==> src/hdl/fetch_defs.svh <==
// sizing and timing constants for the instruction fetch subsystem
// included by the package and by every RTL block that sizes arrays or counters
`ifndef FETCH_DEFS_SVH
`define FETCH_DEFS_SVH

// cache geometry, one 32-bit word per frame
`define ICACHE_FRAMES 16
`define IDX_BITS      4     // index is addr[5:2]
`define TAG_LSB       6     // tag is addr[31:6]

// instruction RAM
`define IMEM_WORDS    256
`define IMEM_ABITS    8     // word address is addr[9:2]

// wait cycles before iload is valid, 0 is legal too
`define IMEM_WAIT     3

`endif

==> src/hdl/fetch_pkg.sv <==
// shared types for the fetch subsystem
// widths follow the macros in the defs header, used by scoped reference only
`include "fetch_defs.svh"

package fetch_pkg;

    // full instruction word, also a byte address
    typedef logic [31:0] word_t;

    // address fields seen by the cache
    typedef logic [31-`TAG_LSB:0] tag_t;   // upper address bits
    typedef logic [`IDX_BITS-1:0] idx_t;   // frame select

    // word address into the instruction RAM
    typedef logic [`IMEM_ABITS-1:0] imem_addr_t;

    // miss handling FSM of the cache
    typedef enum logic [1:0]
    {
        IDLE,       // waiting for a request
        COMPARE,    // tag check, decide on a fill
        ALLOCATE    // memory read in flight
    } icache_state_t;

endpackage

==> src/hdl/icache.sv <==
// direct-mapped instruction cache of one-word frames
// hits come back in the same cycle as imemREN; a miss goes through COMPARE
// and ALLOCATE and fills one frame from imem_ctrl when iwait drops
`timescale 1ns/1ps
`include "fetch_defs.svh"

module icache (
    input  logic             CLK,
    input  logic             nRST,
    input  logic             imemREN,   // fetch request level from datapath
    input  logic             halt,
    input  logic             iwait,     // memory still busy
    input  fetch_pkg::word_t iload,     // memory read data
    input  fetch_pkg::word_t imemaddr,  // fetch byte address, held until ihit
    output logic             ihit,
    output fetch_pkg::word_t imemload,
    output logic             iREN,      // memory read level, ALLOCATE only
    output fetch_pkg::word_t iaddr
);

    fetch_pkg::icache_state_t state;
    fetch_pkg::icache_state_t next_state;

    // address fields
    fetch_pkg::tag_t addr_tag;
    fetch_pkg::idx_t addr_idx;

    // frame storage
    logic [`ICACHE_FRAMES-1:0] valid;           // cleared by reset
    fetch_pkg::tag_t           tags [`ICACHE_FRAMES];
    fetch_pkg::word_t          data [`ICACHE_FRAMES];

    logic tag_match;   // addressed frame holds this address
    logic fill;        // memory word arrives this cycle

    assign addr_tag = imemaddr[31:`TAG_LSB];
    assign addr_idx = imemaddr[`TAG_LSB-1:2];   // word offset bits dropped

    assign tag_match = valid[addr_idx] && (tags[addr_idx] == addr_tag);

    // hit path is purely combinational, independent of the FSM state
    assign ihit     = imemREN && !halt && tag_match;
    assign imemload = ihit ? data[addr_idx] : '0;

    // frame written only once memory data is final
    assign fill = (state == fetch_pkg::ALLOCATE) && !iwait;

    // valid bits
    always_ff @(posedge CLK, negedge nRST)
    begin
        if (!nRST)
        begin
            valid <= '0;
        end
        else if (fill)
        begin
            valid[addr_idx] <= 1'b1;
        end
    end

    // tag and data arrays
    always_ff @(posedge CLK)
    begin
        if (fill)
        begin
            tags[addr_idx] <= addr_tag;
            data[addr_idx] <= iload;
        end
    end

    // state register
    always_ff @(posedge CLK, negedge nRST)
    begin
        if (!nRST)
        begin
            state <= fetch_pkg::IDLE;
        end
        else
        begin
            state <= next_state;
        end
    end

    // next state
    always_comb
    begin
        next_state = state;
        case (state)
            fetch_pkg::IDLE:
            begin
                if (imemREN && !halt)
                begin
                    next_state = fetch_pkg::COMPARE;
                end
            end
            fetch_pkg::COMPARE:
            begin
                // no new miss while halted or without a request
                if (imemREN && !halt && !tag_match)
                begin
                    next_state = fetch_pkg::ALLOCATE;
                end
                else
                begin
                    next_state = fetch_pkg::IDLE;
                end
            end
            fetch_pkg::ALLOCATE:
            begin
                if (!iwait)
                begin
                    next_state = fetch_pkg::COMPARE;   // hit shows next cycle
                end
            end
            default:
            begin
                next_state = fetch_pkg::IDLE;
            end
        endcase
    end

    // memory side outputs
    always_comb
    begin
        iREN  = 1'b0;
        iaddr = '0;
        if (state == fetch_pkg::ALLOCATE)
        begin
            iREN  = 1'b1;       // held through the fill even if halt rises
            iaddr = imemaddr;   // steady, datapath waits for ihit
        end
    end

endmodule

==> config.mk <==
export PLATFORM = sky130hd
export DESIGN_NAME = icache
export DESIGN_NICKNAME = d
export VERILOG_FILES = /design/src/hdl/fetch_pkg.sv /design/src/hdl/icache.sv
export VERILOG_INCLUDE_DIRS = /design/src /design/src/hdl
export SDC_FILE = /design/constraint.sdc
export NUM_CORES = 1
export LEC_CHECK = 0
export BUFFER_PORTS_ARGS = -buffer_cell sky130_fd_sc_hd__buf_4
export CORE_MARGIN = 2
export CORE_UTILIZATION = 45
export CTS_BUF_LIST = sky130_fd_sc_hd__clkbuf_8 sky130_fd_sc_hd__clkbuf_16
export CTS_CLUSTER_DIAMETER = 200
export CTS_CLUSTER_SIZE = 30
export DETAILED_ROUTE_END_ITERATION = 16
export GPL_TIMING_DRIVEN = 0
export HOLD_SLACK_MARGIN = 0.15
export PLACE_DENSITY_LB_ADDON = 0.3
export SYNTH_ARGS = -nofsm -noshare
export SYNTH_HDL_FRONTEND = slang
export SYNTH_SLANG_ARGS = --single-unit
==> constraint.sdc <==
create_clock -name CLK -period 7.6 [get_ports CLK]
set_input_delay 1.14 -clock CLK [delete_from_list [all_inputs] [get_ports CLK]]
set_output_delay 1.14 -clock CLK [all_outputs]
set_load 0.1 [all_outputs]
==> PnR_summary.wiki <==
{| class="wikitable"
! Metric !! Value
|-
| Pin count of the biggest net entering global routing || 32
|-
| Final design instance area without fill || 0.04176 mm²
|-
| Number of global-route vias before repair || 18,510
|-
| Power density over the cells || 211.4 mW/mm²
|-
| Register-to-register setup slack || 4250 ps
|-
| Crit Reg-Reg Endpoint || data[11][8]$_DFFE_PP_
|-
| Final hold violation count || 0
|-
| DRC violation count after routing || 0
|-
| Routed length on met3 || 6772 µm
|-
| Setup-violating endpoint count in the final report || 0
|-
| Unrepaired setup endpoints after global routing || false
|-
| Relative contribution of combinational cells to total power || 6.9%
|-
| Latest clock arrival within the worst-skew pair || 620 ps
|-
| Run status || completed
|-
| Async set-or-reset flop fraction in the synthesized netlist || 1.903%
|-
| Wire length of the first global-routing pass || 131,200 µm
|-
| Post-CTS setup repair buffer count || 0
|-
| Detailed-routing wirelength on met1 || 36,470 µm
|-
| Number of fill cells || 6,371
|-
| Seq pwr share || 65.1%
|-
| Setup WS pre-CTS || 710.0 ps
|-
| Maximum buffer depth of the clock tree || 3
|-
| Antenna violations before repair || 2
|-
| Clock-pin slew on the worst setup and hold paths || 120 ps
|-
| Core Util, Final || 51.03%
|-
| Standard-cell rows || 105
|-
| Post-synthesis cell type with the largest combined area || sky130_fd_sc_hd__edfxtp_1
|-
| Vias per cell || 6.061
|-
| Final hold slack || 385.5 ps
|-
| Total iterations of the first detailed-routing run || 6
|-
| Relative slew slack || 26.74%
|-
| Number of pins with negative max-slew slack in the final report || 0
|-
| Total of hold buffers inserted after clock tree synthesis || 0
|-
| Fraction of layout cells with a size suffix above 1 || 32.16%
|-
| Die Y-Extent || 291.1 µm
|-
| Clock network fraction of total power || 28.1%
|-
| Type of origin of the critical path || input pin
|-
| Average detailed-routed wire length per instance || 30.45 µm
|-
| Ports placed on the boundary || 135
|-
| Detailed-routed wire length on met2 || 45,220 µm
|-
| Start point of the critical path || imemaddr[3]
|-
| Net switching share of the total power || 21.46%
|-
| DRT Wirelength || 90,550 µm
|-
| Most numerous cell types in the synthesized netlist || sky130_fd_sc_hd__edfxtp_1, sky130_fd_sc_hd__mux4_2, sky130_fd_sc_hd__mux2i_1
|-
| Portion of the post-synthesis area used by sequential elements || 76.35%
|-
| Sequential cell area || 0.02832 mm²
|-
| Root Driver || sky130_fd_sc_hd__clkbuf_16
|-
| R2r startpoint || state[0]$_DFFE_PN0P_
|-
| Total of buffers placed on input and output ports || 131
|-
| Sum Neg Setup Slack || 0 ps
|-
| Max Cap Violations || 0
|-
| Layout Cells excl Fill || 2,974
|-
| Maximum vdd ir drop || 165.2 µV
|-
| Actual transition at the worst max-transition pin || 1099 ps
|-
| EDFF count, synth || 928
|-
| Most used standard cell by instance count after synthesis || sky130_fd_sc_hd__edfxtp_1
|-
| Overall overflow remaining after global route || 0
|-
| Initial detailed-routing violation count || 2,155
|-
| Setup slack after layout || 757.8 ps
|-
| Top layer used by detailed routing || met5
|-
| Main area contributors after synthesis || sky130_fd_sc_hd__edfxtp_1, sky130_fd_sc_hd__mux4_2, sky130_fd_sc_hd__mux2i_1
|-
| Ys flop type || sky130_fd_sc_hd__edfxtp_1
|-
| Highest achievable clock rate || 0.1462 GHz
|-
| Depth of the most critical reg-to-reg path || 6
|-
| Starting Density || 45.32%
|-
| TritonCTS buffer count || 37
|-
| Area enclosed by the die boundary || 0.08473 mm²
|-
| Critical path required time || 6460 ps
|-
| Shortest period the worst path allows || 6842 ps
|-
| Clock Sink Count || 946
|-
| Synthesized net count || 1,710
|-
| Cell variety after synth || 57
|-
| Mapped Cells || 1,641
|-
| Post-Place Cells || 2,911
|-
| Estimated wirelength of the detail-placed design || 59,460 µm
|-
| Kind of critical path || in2out
|-
| Leakage power || 13.34 nW
|-
| Data arrival time of the critical path || 5700 ps
|-
| Total number of nets in the final design || 1,949
|-
| Portion of synthesized cell area occupied by the leading cell type || 75.13%
|-
| Average footprint of a synthesized cell || 22.60 µm²
|-
| Depth of the CTS H-tree || 2
|-
| TritonCTS clock tree || done
|-
| Internal Pwr Total || 6.933 mW
|-
| Core outline area || 0.08185 mm²
|-
| Final setup skew || 16.40 ps
|-
| FF+latch count, synth || 946
|-
| Multi-input logic area || 0.008386 mm²
|-
| Resized Gates After CTS || 0
|-
| Number of warnings printed during yosys synthesis || 0
|-
| Path class of the lowest-slack min-delay path || in2async
|-
| Netlist Area Pre-Place || 0.03709 mm²
|-
| Period Utilization, post-route || 90.03%
|-
| Area added between synthesis and finish || 12.60%
|-
| Chip Width || 291.1 µm
|-
| Endpoint class of the critical path || output port
|-
| Placement Cell Area || 0.04068 mm²
|-
| Maximum fanout along the worst path || 10
|-
| Endpoint of the most critical setup path || imemload[2]
|-
| Total number of vias || 18,020
|-
| Remaining number of nets flagged by the antenna check after routing || 0
|-
| Total power || 8.827 mW
|-
| Gp weighted congestion || 0.8823
|-
| NetSw || 1.894 mW
|-
| All-layer global routing usage || 21.46%
|}
## metal layers
layer  track usage (%)  up-vias
li1                  -     7346
met1             29.62     9684
met2             36.00      843
met3             3.795      147
met4             4.726        4
met5                 0        -
## worst min path at each step
stage	slack, ps	depth (start not counted)	start	endpoint
floorplan	430	1	valid[10]$_DFFE_PN0P_	valid[10]$_DFFE_PN0P_
global placement	450	1	valid[2]$_DFFE_PN0P_	valid[2]$_DFFE_PN0P_
detailed placement	450	1	valid[15]$_DFFE_PN0P_	valid[15]$_DFFE_PN0P_
CTS	380	1	nRST	valid[4]$_DFFE_PN0P_
global route	390	1	nRST	state[0]$_DFFE_PN0P_
finish	390	1	nRST	state[0]$_DFFE_PN0P_
## state kept, by name, indices dropped and copies added, names as in the netlist
register	flops
tags	416
state	2
data	512
valid	16
## placed cells by master (no fill, tap or decap), types with 3 or more instances in the layout
cell type | netlist | final
sky130_fd_sc_hd__a31oi_1 | 3 | 3
sky130_fd_sc_hd__a21oi_1 | 5 | 5
sky130_fd_sc_hd__buf_6 | 8 | 40
sky130_fd_sc_hd__nand3_1 | 5 | 5
sky130_fd_sc_hd__inv_1 | 10 | 31
sky130_fd_sc_hd__o21ai_0 | 7 | 7
sky130_fd_sc_hd__o211ai_1 | 4 | 4
sky130_fd_sc_hd__o2111ai_1 | 3 | 3
sky130_fd_sc_hd__nor2b_1 | 20 | 20
sky130_fd_sc_hd__o22ai_1 | 12 | 12
sky130_fd_sc_hd__mux4_2 | 245 | 245
sky130_fd_sc_hd__or2_2 | 16 | 16
sky130_fd_sc_hd__nand2_1 | 20 | 20
sky130_fd_sc_hd__clkbuf_16 | 0 | 39
sky130_fd_sc_hd__buf_1 | 11 | 10
sky130_fd_sc_hd__nor2b_2 | 18 | 18
sky130_fd_sc_hd__nor2_1 | 18 | 6
sky130_fd_sc_hd__nor3_2 | 0 | 4
sky130_fd_sc_hd__mux2_2 | 24 | 24
sky130_fd_sc_hd__buf_2 | 29 | 29
sky130_fd_sc_hd__clkbuf_1 | 25 | 25
sky130_fd_sc_hd__and2_1 | 25 | 25
sky130_fd_sc_hd__nand2b_1 | 6 | 6
sky130_fd_sc_hd__o2bb2ai_1 | 7 | 7
sky130_fd_sc_hd__xnor2_1 | 21 | 21
sky130_fd_sc_hd__a22oi_1 | 8 | 8
sky130_fd_sc_hd__buf_16 | 0 | 11
sky130_fd_sc_hd__xor2_1 | 5 | 5
sky130_fd_sc_hd__a22o_1 | 8 | 8
sky130_fd_sc_hd__dfrtp_1 | 18 | 18
sky130_fd_sc_hd__a221oi_1 | 7 | 7
sky130_fd_sc_hd__o21a_1 | 3 | 3
sky130_fd_sc_hd__buf_12 | 2 | 26
sky130_fd_sc_hd__nand4_1 | 3 | 3
sky130_fd_sc_hd__o32ai_1 | 3 | 3
sky130_fd_sc_hd__buf_4 | 6 | 139
sky130_fd_sc_hd__mux2i_1 | 66 | 66
sky130_fd_sc_hd__nor3_1 | 19 | 15
sky130_fd_sc_hd__edfxtp_1 | 928 | 928
sky130_fd_sc_hd__nor2_4 | 0 | 12
## power by group through the flow
stage / Combinational [mW] / Clock, mW / Sequential, mW
CTS: 0.608 / 2.52 / 5.75
floorplan: 0.362 / 0 / 5.87
global route: 0.640 / 2.69 / 5.75
global placement: 0.585 / 0 / 5.87
finish: 0.605 / 2.48 / 5.75
detailed placement: 0.606 / 0 / 5.86
## cell type report
class                           instances  share of cell area [%]
Clock inverter                         23                  0.2487
Timing Repair Buffer                  200                   5.129
Buffer                                 81                   1.094
Clock buffer                           39                   2.337
Multi-Input combinational cell        603                   20.08
Inverter                               11                 0.09886
Antenna cell                            1                0.005992
Tap cell                             1070                   3.206
Sequential cell                       946                   67.80
## critical path, stage by stage
cell and delay [ps]:
sky130_fd_sc_hd__buf_4 120, sky130_fd_sc_hd__buf_2 270, sky130_fd_sc_hd__buf_1 630, sky130_fd_sc_hd__buf_1 780, sky130_fd_sc_hd__mux2i_1 320, sky130_fd_sc_hd__xnor2_1 180, sky130_fd_sc_hd__nor4_1 510, sky130_fd_sc_hd__nand2_1 140
sky130_fd_sc_hd__a22oi_2 330, sky130_fd_sc_hd__nand4_4 330, sky130_fd_sc_hd__buf_6 280, sky130_fd_sc_hd__nor2b_1 280, sky130_fd_sc_hd__buf_4 350
## kinds of logic (layout without fill, tap and decap cells)
family / after synthesis / in the layout / synth area share [%]
DFF: 946 / 946 / 76.35
other: 0 / 1 / 0
buffers and inverters: 92 / 354 / 1.339
AOI/OAI and AO/OA: 83 / 83 / 1.727
xor gates and xnor gates: 26 / 26 / 0.6140
and+or+nand+nor: 159 / 159 / 2.584
muxes: 335 / 335 / 17.39
Power figures use the tool's default switching activity.
